--- config.mk ---
export PLATFORM = sky130hd
export DESIGN_NAME = read_return
export DESIGN_NICKNAME = d
export VERILOG_FILES = /design/src/source/dma_pkt_pkg.sv /design/src/source/dram_chan_pkg.sv /design/src/source/read_return.sv
export VERILOG_INCLUDE_DIRS = /design/src /design/src/source
export SDC_FILE = /design/constraint.sdc
export NUM_CORES = 2
export LEC_CHECK = 0
export BUFFER_PORTS_ARGS = -buffer_cell sky130_fd_sc_hd__buf_2
export CORE_AREA = 2 2 459 461
export DETAILED_ROUTE_END_ITERATION = 8
export DIE_AREA = 0 0 461 463
export SLEW_MARGIN = 20
export SYNTH_ARGS = -nofsm -noshare
export SYNTH_HDL_FRONTEND = slang
export SYNTH_SLANG_ARGS = --single-unit
--- constraint.sdc ---
create_clock -name core_clk_i -period 22.9 [get_ports core_clk_i]
set_input_delay 0 -clock core_clk_i [delete_from_list [all_inputs] [get_ports core_clk_i]]
set_output_delay 0 -clock core_clk_i [all_outputs]
set_load 0.05 [all_outputs]
--- src/source/bridge_settings.svh ---
`ifndef BRIDGE_SETTINGS_SVH
`define BRIDGE_SETTINGS_SVH

`define NUM_CACHE             2
`define MSHR_ELS              4
`define BLOCK_WORDS           8
`define DATA_WIDTH            32
`define DRAM_DATA_WIDTH       64
`define NUM_REQ               (`BLOCK_WORDS * `DATA_WIDTH / `DRAM_DATA_WIDTH)  // beats per block
`define ADDR_WIDTH            32
`define CACHE_BANK_ADDR_WIDTH 24  // bits a bank really decodes
`define DRAM_ADDR_WIDTH       28
`define EVICT_LUT_SIZE        16
`define REQ_FIFO_DEPTH        8
`define RET_FIFO_DEPTH        32
`define DRAM_BYTE_OFFSET      $clog2(`DRAM_DATA_WIDTH / 8)
`define LINE_LSB              (`DRAM_BYTE_OFFSET + $clog2(`NUM_REQ))
`define LINE_WIDTH            (`CACHE_BANK_ADDR_WIDTH - `LINE_LSB)

`endif

--- src/source/dma_pkt_pkg.sv ---
`default_nettype none

`include "bridge_settings.svh"

// cache side of the bridge
package dma_pkt_pkg;

  typedef logic [$clog2(`NUM_CACHE)-1:0] cache_id_t;
  typedef logic [$clog2(`MSHR_ELS)-1:0]  mshr_id_t;

  // one refill or eviction request from a cache bank
  typedef struct packed {
    logic                   write_not_read;  // 1 = eviction
    mshr_id_t               mshr_id;
    logic [`ADDR_WIDTH-1:0] addr;            // byte address
  } dma_pkt_t;

endpackage

`default_nettype wire

--- src/source/dram_chan_pkg.sv ---
`default_nettype none

`include "bridge_settings.svh"

// dram channel side of the bridge
package dram_chan_pkg;

  // {cache id, zero pad, line, beat, byte offset}
  typedef logic [`DRAM_ADDR_WIDTH-1:0] dram_addr_t;

  typedef logic [`LINE_WIDTH-1:0]       line_addr_t;
  typedef logic [$clog2(`NUM_REQ)-1:0]  beat_idx_t;
  typedef logic [`DRAM_DATA_WIDTH-1:0]  dram_data_t;

  typedef logic [$clog2(`EVICT_LUT_SIZE)-1:0] evict_idx_t;  // evict table slot

endpackage

`default_nettype wire

--- src/source/read_return.sv ---
`default_nettype none
`timescale 1ns/10ps

`include "bridge_settings.svh"

module read_return
  import dma_pkt_pkg::*;
  import dram_chan_pkg::*;
(
  input  wire logic                    core_clk_i,
  input  wire logic                    core_reset_i,
  input  wire logic                    dram_data_v_i,
  input  wire dram_data_t              dram_data_i,
  input  wire dram_addr_t              dram_rd_ch_addr_i,
  input  wire mshr_id_t                mshr_id_i,         // from the refill table
  input  wire logic [`NUM_CACHE-1:0]   dma_data_ready_i,
  output dram_data_t [`NUM_CACHE-1:0]  dma_data_o,
  output mshr_id_t   [`NUM_CACHE-1:0]  dma_mshr_id_o,
  output logic       [`NUM_CACHE-1:0]  dma_data_v_o
);

  localparam int PTR_W = $clog2(`RET_FIFO_DEPTH);
  localparam int CNT_W = PTR_W + 1;
  localparam int CID_W = $bits(cache_id_t);

  dram_data_t data_mem [`RET_FIFO_DEPTH];
  mshr_id_t   mshr_mem [`RET_FIFO_DEPTH];
  cache_id_t  cid_mem  [`RET_FIFO_DEPTH];

  logic [PTR_W-1:0] wr_ptr_r, rd_ptr_r;
  logic [CNT_W-1:0] count_r;  // sized for every outstanding beat
  cache_id_t        head_cid;
  logic             head_v, deq;

  assign head_v   = (count_r != '0);
  assign head_cid = cid_mem[rd_ptr_r];
  assign deq      = head_v & dma_data_ready_i[head_cid];  // other banks wait behind

  always_comb begin
    for (int c = 0; c < `NUM_CACHE; c++) begin
      dma_data_o[c]    = data_mem[rd_ptr_r];
      dma_mshr_id_o[c] = mshr_mem[rd_ptr_r];
      dma_data_v_o[c]  = head_v & (head_cid == cache_id_t'(c));
    end
  end

  always_ff @(posedge core_clk_i) begin
    if (core_reset_i) begin
      wr_ptr_r <= '0;
      rd_ptr_r <= '0;
      count_r  <= '0;
    end else begin
      if (dram_data_v_i) wr_ptr_r <= wr_ptr_r + 1'b1;
      if (deq)           rd_ptr_r <= rd_ptr_r + 1'b1;
      count_r <= count_r + CNT_W'(dram_data_v_i) - CNT_W'(deq);
    end
  end

  always_ff @(posedge core_clk_i) begin
    if (dram_data_v_i) begin
      data_mem[wr_ptr_r] <= dram_data_i;
      mshr_mem[wr_ptr_r] <= mshr_id_i;
      cid_mem[wr_ptr_r]  <= dram_rd_ch_addr_i[`DRAM_ADDR_WIDTH-1 -: CID_W];
    end
  end

endmodule

`default_nettype wire

==> flow_summary.json <==
{
  "status": "complete, no violations",
  "cp.required_ns": 22.90,
  "p_comb_share_pct": 21.6,
  "cts-root-buf": "clkbuf_16",
  "min_path_type": "primary input to register",
  "wl_per_cell_um": 29.5,
  "route.top_layer_used": "met5",
  "cts_buffers": 216,
  "slowest_delay_ns": 0.83,
  "syn_inst": 3298,
  "synth_fp_nets": 3410,
  "layout_min_cycle_time_ns": 6.42,
  "wl_met2_mm": 96.7,
  "crit_path_frequent_cell": "buf_4",
  "rsz0062_at_grt": "no",
  "synthToLayoutAreaGrowth_pct": 14.4,
  "yosysWarnings": 0,
  "synth_seq_cells": 2165,
  "worst_setup_path_start_kind": "register",
  "finalNetCount": 3776,
  "core_area_um2": 209000,
  "sequentialPowerShare_pct": 44.3,
  "max-clock-path-buffers": 3,
  "fillers": 17300,
  "vias": 36900,
  "path_class": "register to output port",
  "synth_xor_area_share_pct": 0.0952,
  "async_flop_share_pct": 0,
  "yosys.area_share.adder_pct": 0.205,
  "clkTransAtPathRegs_ns": 0.06,
  "wl_mm": 196,
  "h-tree-depth": 4,
  "post_cts_resize_count": 0,
  "drc": 0,
  "grt_max_degree": 137,
  "cellLeakagePower_uw": 0.0287,
  "finalClockSkew_ns": 0.0398,
  "synth-simple-area-share_pct": 0.584,
  "drt-vias-per-instance": 5.54,
  "grt_first_pass_wirelength_mm": 280,
  "ant_nets": 0,
  "cap_violations": 0,
  "power_uw": 9990,
  "cpLargestDelayFamily": "buffers and inverters",
  "cts_tree": "yes",
  "postLayoutCoreUtil_pct": 45.4,
  "slew_headroom_pct": 23.3,
  "critPathMaxFanout": 42,
  "cp.buffers_inverters": 5,
  "p_sw_uw": 2720,
  "cp_slowest_cell": "dfxtp_4",
  "fin_crit_sh_pct": 28.0,
  "crit_path_end_kind": "output port",
  "grt_pass1_vias": 37800,
  "intPower_uw": 7270,
  "crit_arrival_ns": 6.42,
  "row_count": 168,
  "met1_length_mm": 83.6,
  "setup_viol": 0,
  "multiInputGateArea_um2": 17000,
  "fin_tns_setup_ns": 0,
  "drv_slew": 0,
  "ioPinCount": 233,
  "grt_overflow": 0,
  "antenna_found_initial": 15,
  "p_sw_share_pct": 27.2,
  "place.gp.congestion": 0.697,
  "chipHeight_um": 463,
  "ys_seq_area_share_pct": 78.2,
  "synth_cell_types": 34,
  "avgSynthCellArea_um2": 25.1,
  "syn_area_um2": 82800,
  "worstPathCellList": "buf_4 -> buf_4 -> buf_4 -> buf_4 -> mux4_2 -> mux4_2 -> mux2_2 -> buf_2",
  "dieArea_um2": 213000,
  "drt-initial-drc-count": 4034,
  "max_clock_freq_mhz": 156,
  "grtUsageTotal_pct": 18.4,
  "synth_compound_area_share_pct": 0.113,
  "drive_gt1_share_pct": 35.8,
  "clk-insertion-delay-late_ns": 0.85,
  "synthMuxAreaShare_pct": 19.2,
  "start_util_pct": 39.7,
  "synthFlopType": "edfxtp_1",
  "dr.pass1.iters": 6,
  "clockPowerShare_pct": 34.2,
  "seq_area_um2": 64800,
  "synth_top_family_by_area": "multiplexers",
  "synth_edf_count": 2144,
  "route.met3.wl_mm": 11.7,
  "numPortBuffers": 205,
  "peakVddDrop_v": 0.0000924,
  "die_w_um": 461,
  "place.detailed.hpwl_mm": 98.6,
  "hold_viol": 0,
  "hold_slack_ns": 0.165,
  "power.density_nw_per_um2": 105,
  "clkSinkCount": 2165,
  "tightest_slew_ns": 1.15
}
-- layout by cell type (no fill, tap or decap), types with 6 or more instances in the layout --
master	count
bufinv_16	17
ha_1	12
clkinv_2	40
nor2_1	22
nor3_2	12
xnor2_1	6
clkbuf_16	217
inv_1	9
dlygate4sd3_1	74
nor2b_1	11
mux2_2	75
mux2i_1	16
nor2_4	19
nand3_1	7
nand2_1	12
dfxtp_1	16
edfxtp_1	2144
clkbuf_1	48
clkinv_1	60
buf_2	205
mux4_2	662
buf_4	96
-- per-stage QoR --
stage                     cells  setup slack [ns]  instance area (um2)
after floorplan            3298             15.19                82800
after global placement     6176             17.01                87100
after detailed placement   6177             17.02                87200
after CTS                  6651             16.09                94700
after global routing       6652             15.85                94700
final                      6655             16.48                94700
-- synthesized netlist by cell type, types with 2 or more instances --
| cell type | number | share of area, % |
|---|---|---|
| edfxtp_1 | 2144 | 78 |
| mux4_2 | 662 | 18 |
| clkbuf_1 | 79 | 0.36 |
| buf_4 | 76 | 0.69 |
| mux2_2 | 75 | 1.0 |
| buf_2 | 46 | 0.28 |
| nor2_1 | 41 | 0.19 |
| buf_1 | 24 | 0.11 |
| dfxtp_1 | 21 | 0.51 |
| mux2i_1 | 16 | 0.19 |
| nor3_1 | 14 | 0.085 |
| ha_1 | 12 | 0.18 |
| nand2_1 | 12 | 0.054 |
| nor2b_1 | 11 | 0.083 |
| inv_1 | 9 | 0.041 |
| buf_6 | 7 | 0.095 |
| nand3_1 | 7 | 0.042 |
| xnor2_1 | 6 | 0.063 |
| a21oi_1 | 5 | 0.030 |
| nand2b_1 | 5 | 0.038 |
| nand4_1 | 4 | 0.030 |
| o21ai_0 | 3 | 0.018 |
| or2_2 | 3 | 0.023 |
| xor2_1 | 3 | 0.032 |
| a21o_1 | 2 | 0.018 |
| a22oi_1 | 2 | 0.018 |
| nand3b_1 | 2 | 0.018 |
-- sequential cells by signal (all words and copies together), names as in the netlist, named ones only --
name,flops
wr_ptr_r,5
cid_mem,32
rd_ptr_r,5
data_mem,2048
mshr_mem,64
count_r,6
-- worst min-delay path: cells and delay by family --
kind                   cells  cell delay [ns]
buffers and inverters      2             0.82
and+or+nand+nor            1             0.14
-- cell families after synthesis --
group                    Yosys count
AND/OR/NAND/NOR                  102
flip-flops                      2165
XOR/XNOR                           9
AO/OA/AOI/OAI                     15
multiplexers                     753
buffers and inverters            241
adder cells (fa/ha/maj)           13
-- what timing repair did --
action / in CTS / in global routing
endpoints found under the hold margin: 2165 / 0
hold buffers: 74 / 0
setup buffers: 0 / 0
-- worst paths after layout --
check                                                 to                startpoint  depth (start not counted)  slack [ns]
worst max register to register     count_r[4]$_SDFF_PP0_                  register                         17       17.04
worst min register to register                  register  rd_ptr_r[1]$_SDFFE_PP0P_                          2        0.54
worst min-delay path            wr_ptr_r[0]$_SDFFE_PP0P_              core_reset_i                          3        0.16
worst max-delay path                     dma_data_o[106]                  register                          8       16.48
-- power by group through the flow --
stage	Combinational (uW)	Clock, uW	Sequential (uW)
floorplan	1800	0	4480
global placement	2190	0	4510
detailed placement	2190	0	4510
CTS	2210	3480	4420
global route	2300	3640	4430
finish	2160	3410	4420
-- area by class of cell --
type | instances | share of cell area (%)
Sequential cell | 2165 | 68.4
Multi-Input combinational cell | 892 | 17.9
Clock buffer | 265 | 5.92
Tap cell | 2805 | 3.70
Timing Repair Buffer | 380 | 2.73
Clock inverter | 135 | 1.29
Inverter | 9 | 0.0357
Antenna cell | 4 | 0.0106
-- metal layers --
metal	vias to the layer above	GRT usage (%)
met1	20400	26.2
li1	15000	-
met5	-	0
met3	274	3.11
met4	14	4.49
met2	1220	29.8
No activity file was read; power rests on OpenSTA's default activity.
