==> config.mk <==
export PLATFORM = sky130hd
export DESIGN_NAME = miss_tracker
export DESIGN_NICKNAME = d
export VERILOG_FILES = /design/src/source/dma_pkt_pkg.sv /design/src/source/dram_chan_pkg.sv /design/src/source/miss_tracker.sv
export VERILOG_INCLUDE_DIRS = /design/src /design/src/source
export SDC_FILE = /design/constraint.sdc
export NUM_CORES = 2
export LEC_CHECK = 0
export ABC_CLOCK_PERIOD_IN_PS = 4400
export BUFFER_PORTS_ARGS = -buffer_cell sky130_fd_sc_hd__buf_2
export CAP_MARGIN = 15
export CORE_AREA = 10 10 295 297
export DETAILED_ROUTE_END_ITERATION = 7
export DIE_AREA = 0 0 305 307
export GPL_ROUTABILITY_DRIVEN = 1
export PLACE_DENSITY = 0.85
export SYNTH_ARGS = -nofsm -noshare
export SYNTH_HDL_FRONTEND = slang
export SYNTH_SLANG_ARGS = --single-unit
==> constraint.sdc <==
create_clock -name core_clk_i -period 4.4 [get_ports core_clk_i]
set_clock_uncertainty 0.2 [all_clocks]
set_input_delay 0 -clock core_clk_i [delete_from_list [all_inputs] [get_ports core_clk_i]]
set_output_delay 0 -clock core_clk_i [all_outputs]
set_load 0.05 [all_outputs]
==> src/source/bridge_settings.svh <==
`ifndef BRIDGE_SETTINGS_SVH
`define BRIDGE_SETTINGS_SVH

`define NUM_CACHE             2
`define MSHR_ELS              4
`define BLOCK_WORDS           8
`define DATA_WIDTH            32
`define DRAM_DATA_WIDTH       64
`define NUM_REQ               (`BLOCK_WORDS * `DATA_WIDTH / `DRAM_DATA_WIDTH)  // beats per block
`define ADDR_WIDTH            32
`define CACHE_BANK_ADDR_WIDTH 24  // bits a bank really decodes
`define DRAM_ADDR_WIDTH       28
`define EVICT_LUT_SIZE        16
`define REQ_FIFO_DEPTH        8
`define RET_FIFO_DEPTH        32
`define DRAM_BYTE_OFFSET      $clog2(`DRAM_DATA_WIDTH / 8)
`define LINE_LSB              (`DRAM_BYTE_OFFSET + $clog2(`NUM_REQ))
`define LINE_WIDTH            (`CACHE_BANK_ADDR_WIDTH - `LINE_LSB)

`endif

==> src/source/dma_pkt_pkg.sv <==
`default_nettype none

`include "bridge_settings.svh"

// cache side of the bridge
package dma_pkt_pkg;

  typedef logic [$clog2(`NUM_CACHE)-1:0] cache_id_t;
  typedef logic [$clog2(`MSHR_ELS)-1:0]  mshr_id_t;

  // one refill or eviction request from a cache bank
  typedef struct packed {
    logic                   write_not_read;  // 1 = eviction
    mshr_id_t               mshr_id;
    logic [`ADDR_WIDTH-1:0] addr;            // byte address
  } dma_pkt_t;

endpackage

`default_nettype wire

==> src/source/dram_chan_pkg.sv <==
`default_nettype none

`include "bridge_settings.svh"

// dram channel side of the bridge
package dram_chan_pkg;

  // {cache id, zero pad, line, beat, byte offset}
  typedef logic [`DRAM_ADDR_WIDTH-1:0] dram_addr_t;

  typedef logic [`LINE_WIDTH-1:0]       line_addr_t;
  typedef logic [$clog2(`NUM_REQ)-1:0]  beat_idx_t;
  typedef logic [`DRAM_DATA_WIDTH-1:0]  dram_data_t;

  typedef logic [$clog2(`EVICT_LUT_SIZE)-1:0] evict_idx_t;  // evict table slot

endpackage

`default_nettype wire

==> src/source/miss_tracker.sv <==
`default_nettype none
`timescale 1ns/10ps

`include "bridge_settings.svh"

module miss_tracker
  import dma_pkt_pkg::*;
  import dram_chan_pkg::*;
(
  input  wire logic       core_clk_i,
  input  wire logic       core_reset_i,
  input  wire logic       head_v_i,
  input  wire logic       head_write_not_read_i,
  input  wire mshr_id_t   head_mshr_id_i,
  input  wire dram_addr_t head_addr_i,
  input  wire logic       req_fire_i,
  input  wire logic       dram_data_v_i,
  input  wire dram_addr_t dram_rd_ch_addr_i,
  input  wire logic       dram_write_done_i,
  input  wire dram_addr_t dram_wd_ch_addr_i,
  output logic            stall_o,
  output mshr_id_t        rd_mshr_id_o
);

  localparam int        CID_W     = $bits(cache_id_t);
  localparam beat_idx_t LAST_BEAT = beat_idx_t'(`NUM_REQ - 1);

  // refill table, indexed by mshr id
  logic       ref_v_r    [`NUM_CACHE][`MSHR_ELS];
  line_addr_t ref_line_r [`NUM_CACHE][`MSHR_ELS];
  beat_idx_t  ref_cnt_r  [`NUM_CACHE][`MSHR_ELS];  // beats returned so far
  // evict table
  logic       ev_v_r     [`NUM_CACHE][`EVICT_LUT_SIZE];
  line_addr_t ev_line_r  [`NUM_CACHE][`EVICT_LUT_SIZE];
  beat_idx_t  ev_cnt_r   [`NUM_CACHE][`EVICT_LUT_SIZE];  // write-dones so far

  cache_id_t  head_cid, rd_cid, wd_cid;
  line_addr_t head_line, rd_line, wd_line;
  beat_idx_t  head_beat;
  logic       raw_hit, ev_avail, rd_hit, wd_hit, alloc;
  evict_idx_t alloc_idx, wd_idx;
  mshr_id_t   rd_idx;

  assign head_cid  = head_addr_i[`DRAM_ADDR_WIDTH-1 -: CID_W];
  assign head_line = head_addr_i[`LINE_LSB +: `LINE_WIDTH];
  assign head_beat = head_addr_i[`DRAM_BYTE_OFFSET +: $bits(beat_idx_t)];
  assign rd_cid    = dram_rd_ch_addr_i[`DRAM_ADDR_WIDTH-1 -: CID_W];
  assign rd_line   = dram_rd_ch_addr_i[`LINE_LSB +: `LINE_WIDTH];
  assign wd_cid    = dram_wd_ch_addr_i[`DRAM_ADDR_WIDTH-1 -: CID_W];
  assign wd_line   = dram_wd_ch_addr_i[`LINE_LSB +: `LINE_WIDTH];

  // scan high to low so the lowest match wins
  always_comb begin
    raw_hit   = 1'b0;
    ev_avail  = 1'b0;
    alloc_idx = '0;
    wd_hit    = 1'b0;
    wd_idx    = '0;
    for (int i = `EVICT_LUT_SIZE - 1; i >= 0; i--) begin
      if (ev_v_r[head_cid][i] && ev_line_r[head_cid][i] == head_line)
        raw_hit = 1'b1;
      if (!ev_v_r[head_cid][i]) begin
        ev_avail  = 1'b1;
        alloc_idx = evict_idx_t'(i);
      end
      if (ev_v_r[wd_cid][i] && ev_line_r[wd_cid][i] == wd_line) begin
        wd_hit = 1'b1;
        wd_idx = evict_idx_t'(i);
      end
    end
  end

  always_comb begin
    rd_hit = 1'b0;
    rd_idx = '0;
    for (int i = `MSHR_ELS - 1; i >= 0; i--) begin
      if (ref_v_r[rd_cid][i] && ref_line_r[rd_cid][i] == rd_line) begin
        rd_hit = 1'b1;
        rd_idx = mshr_id_t'(i);
      end
    end
  end

  assign rd_mshr_id_o = rd_idx;
  assign alloc        = req_fire_i & (head_beat == '0);  // first beat of a line leaves

  // read behind a pending eviction, or eviction with nowhere to go
  assign stall_o = head_v_i & ((~head_write_not_read_i & raw_hit)
                 | (head_write_not_read_i & (head_beat == '0) & ~ev_avail));

  always_ff @(posedge core_clk_i) begin
    if (core_reset_i) begin
      ref_v_r   <= '{default: '0};
      ref_cnt_r <= '{default: '0};
      ev_v_r    <= '{default: '0};
      ev_cnt_r  <= '{default: '0};
    end else begin
      if (alloc && !head_write_not_read_i) ref_v_r[head_cid][head_mshr_id_i] <= 1'b1;
      if (alloc && head_write_not_read_i)  ev_v_r[head_cid][alloc_idx] <= 1'b1;
      if (dram_data_v_i && rd_hit) begin
        if (ref_cnt_r[rd_cid][rd_idx] == LAST_BEAT) begin
          ref_v_r[rd_cid][rd_idx]   <= 1'b0;
          ref_cnt_r[rd_cid][rd_idx] <= '0;
        end else begin
          ref_cnt_r[rd_cid][rd_idx] <= beat_idx_t'(ref_cnt_r[rd_cid][rd_idx] + 1'b1);
        end
      end
      if (dram_write_done_i && wd_hit) begin
        if (ev_cnt_r[wd_cid][wd_idx] == LAST_BEAT) begin
          ev_v_r[wd_cid][wd_idx]   <= 1'b0;
          ev_cnt_r[wd_cid][wd_idx] <= '0;
        end else begin
          ev_cnt_r[wd_cid][wd_idx] <= beat_idx_t'(ev_cnt_r[wd_cid][wd_idx] + 1'b1);
        end
      end
    end
  end

  always_ff @(posedge core_clk_i) begin
    if (alloc) begin
      if (!head_write_not_read_i) ref_line_r[head_cid][head_mshr_id_i] <= head_line;
      else                        ev_line_r[head_cid][alloc_idx] <= head_line;
    end
  end

endmodule

`default_nettype wire

==> results.tsv <==
metric	value	unit
status	finished with violations	
failing checks	negative setup slack	
Avg Inst Size Synth	12.9	µm²
Startpoint Class	register	
First DRT Iteration DRCs	4220	
switching power	4570	µW
sw frac	0.246	
total track usage	0.301	
Worst Path Required	4770	ps
Syn. warnings	0	
asr flop ratio synth	0	
post-route cell area	0.0553	mm²
Horiz. Die Dim	305	µm
final core occ	0.681	
clk_lat worst skew	700	ps
r2r setup slk	-470	ps
dpl ws	-629	ps
Crit-path slowest cell	o311ai_4	
EDFF count, synth	760	
Die Y	307	µm
clock root cell	clkbuf_16	
Crit Path Category	reg2reg	
Core Area	0.0813	mm²
layout cell share with drive strength beyond 1	0.224	
Starting Density	0.561	
dpl cells	5004	
clock sinks	880	
die area	0.0936	mm²
Port Buf Inserts	73	
final max-slew violation count	0	
#FFs+latches synth	880	
final hold violation count	0	
Area growth syn-to-layout	21.2	%
Setup violations, final	96	
CTS tree	yes	
RSZ-0062 raised after global routing	yes	
crit share post-route	1.11	
H-Tree Depth	3	
first-pass GRT wire length	213000	µm
largest net degree at the start of global routing	69	
HP Start	dram_rd_ch_addr_i[23]	
peak supply drop	0.306	mV
post-synthesis cell count	3549	
nets	4193	
Antenna Violating Nets Remaining	0	
hpwl dp	98000	µm
Flop pwr share	0.488	
maximum clock frequency	0.205	GHz
clk slew on worst S/H paths	70	ps
Worst Reg-to-Reg Cells	21	
initial antenna violation count	3	
via count	33500	
Min-Delay Endpoint	ref_v_r[3]$_SDFF_PP0_	
wirelength, routed	147000	µm
register area share after synthesis	0.552	
max cap viols	0	
TritonRoute pass-1 iters	6	
Via density	6.40	
CP peak stage delay	430	ps
final setup margin	-468	ps
Synth cell types	77	
FP Rows	105	
worst reg2reg startpoint	ev_line_r[1][13]$_DFFE_PP_	
Inserted Diodes	0	
DRC	0	
DR WL/cell	28.1	µm
RD Place Congestion	1.01	
min Tclk post-route	4870	ps
Inserted Clock Buffers	90	
PD cells	335	mW/mm²
Pleak	0.0203	µW
Synth Cell Area	0.0457	mm²
vias in the first global route	33900	
GR Overflow Total	0	
combinational power share	0.109	
fillers	5477	
r2r endpoint	ev_cnt_r[33]$_SDFFE_PP0P_	
clock power share	0.403	
Min-Delay Path Depth	7	
Critical Path AT	5240	ps
clk buf depth	3	
Rel. slew slack	0.293	
syn_nets	3644	
worst slew pin tran	1060	ps
Area after DPL	0.0510	mm²
Post-synth top flop	edfxtp_1	
Top-Level Pins	96	
CP cell instances	mux2i_1 -> xor2_1 -> nand4_1 -> buf_4 -> nor4_4 -> nor2_4 -> o311ai_4 -> a22oi_2 -> buf_4 -> clkbuf_16 -> buf_8 -> mux2_4 -> o22a_1 -> a22oi_2 -> nor4_4 -> ha_4 -> buf_6 -> nor2b_4 -> clkbuf_16 -> mux2i_1 -> nor2_1	
critical path peak fanout	8	
Pwr Total	18600	µW
Int Power	14000	µW
hold crit path type	in2reg	
Non-Filler Instances	5236	
CP endpoint kind	register	
-- power groups by stage --
| stage | clock network (µW) | registers (µW) | logic [µW] |
|---|---|---|---|
| final | 7480 | 9070 | 2020 |
| after global routing | 7830 | 9070 | 2090 |
| after CTS | 7490 | 9070 | 1960 |
| after detailed placement | 0 | 9250 | 1890 |
| after global placement | 0 | 9250 | 1860 |
| after floorplan | 0 | 9250 | 1040 |
-- worst max-delay path by stage --
stage | start | slack [ps] | to | depth (start not counted)
2_1_floorplan | dram_wd_ch_addr_i[27] | 3 | ev_cnt_r[27]$_SDFFE_PP0P_ | 24
3_3_place_gp | dram_wd_ch_addr_i[27] | -560 | ev_cnt_r[8]$_SDFFE_PP0P_ | 23
3_5_place_dp | dram_wd_ch_addr_i[27] | -630 | ev_v_r[18]$_SDFF_PP0_ | 23
4_1_cts | ev_line_r[1][68]$_DFFE_PP_ | -290 | ev_cnt_r[5]$_SDFFE_PP0P_ | 20
5_1_grt | ev_line_r[0][68]$_DFFE_PP_ | -580 | ev_cnt_r[33]$_SDFFE_PP0P_ | 19
6_report | ev_line_r[1][13]$_DFFE_PP_ | -470 | ev_cnt_r[33]$_SDFFE_PP0P_ | 21
-- synth_stat cells (all sizes together), types with 23 or more instances --
cell type,count,area share
o31ai,33,0.0054
nor3,29,0.0033
inv,44,0.0036
clkbuf,100,0.0082
o211ai,23,0.0038
nand4,69,0.0095
buf,112,0.015
nand3,100,0.011
nand2,105,0.0086
a21oi,56,0.0061
nor2,156,0.013
dfxtp,120,0.053
nor4,144,0.020
o21ai,74,0.0081
xor2,190,0.036
nand2b,24,0.0033
mux2i,707,0.16
xnor2,502,0.096
edfxtp,760,0.50
-- logic make-up after synthesis --
logic type / after synthesis / synth area share
and+or+nand+nor: 714 / 0.0840
xor gates and xnor gates: 692 / 0.133
muxes: 724 / 0.161
DFF: 880 / 0.552
buffers and inverters: 258 / 0.0272
adders and majority gates: 2 / 0.000548
AOI/OAI and AO/OA: 279 / 0.0416
-- critical path, delay by kind of cell, from the launching register on --
family,cells,cell delay (ps)
DFF,1,380
buffers and inverters,6,960
muxes,3,550
xor gates and xnor gates,1,270
AOI/OAI and AO/OA,4,1060
and+or+nand+nor,6,1120
adders and majority gates,1,200
-- sequential cells by signal (all words and copies together), names as in the netlist --
signal	flops
ref_line_r	152
ev_v_r	32
ev_line_r	608
ref_cnt_r	16
ref_v_r	8
ev_cnt_r	64
-- cells in the final DEF (no fill, tap or decap), types with 15 or more instances in the layout --
cell           count
a21oi_1           43
buf_12            54
buf_2             69
buf_4            492
clkbuf_1          22
clkbuf_16         92
clkinv_1          20
dfxtp_1          120
dlygate4sd3_1     34
edfxtp_1         760
inv_1             40
mux2i_1          701
nand2_1           96
nand2b_1          24
nand3_1           97
nand4_1           69
nor2_1           117
nor2_2            32
nor3_1            22
nor4_1           127
nor4b_1           15
o211ai_1          23
o21ai_0           74
xnor2_1          501
xor2_1           190
-- routing by layer --
layer	global-route usage	vias up	routed length (µm)
met4	0.160	4	8980
met1	0.381	16500	53800
met2	0.481	2178	67600
met5	0	-	21
li1	-	14300	-
met3	0.0635	496	16600
-- through the flow --
stage               hold slack [ps]  TNS, ps
detailed placement              212   -52380
CTS                            16.8   -16450
floorplan                      -101        0
finish                         44.6   -35240
global route                   75.0   -47040
global placement                205   -49980
-- repair_timing --
item                                    CTS  global route
pin swaps                                26            60
endpoints found under the setup margin   96           103
hold endpoints to repair                824             0
cloned                                    5             1
gates resized for setup                  55            93
setup buffers                            21            14
hold buffers                             34             0
-- area by class of cell --
cell class	instances	area [µm²]	share of cell area
Sequential cell	880	25200	0.456
Clock inverter	48	507	0.00916
Tap cell	1070	1340	0.0242
Multi-Input combinational cell	2411	20000	0.361
Clock buffer	112	2330	0.0422
Timing Repair Buffer	669	5780	0.104
Inverter	46	180	0.00326
No activity file was read; power rests on OpenSTA's default activity.
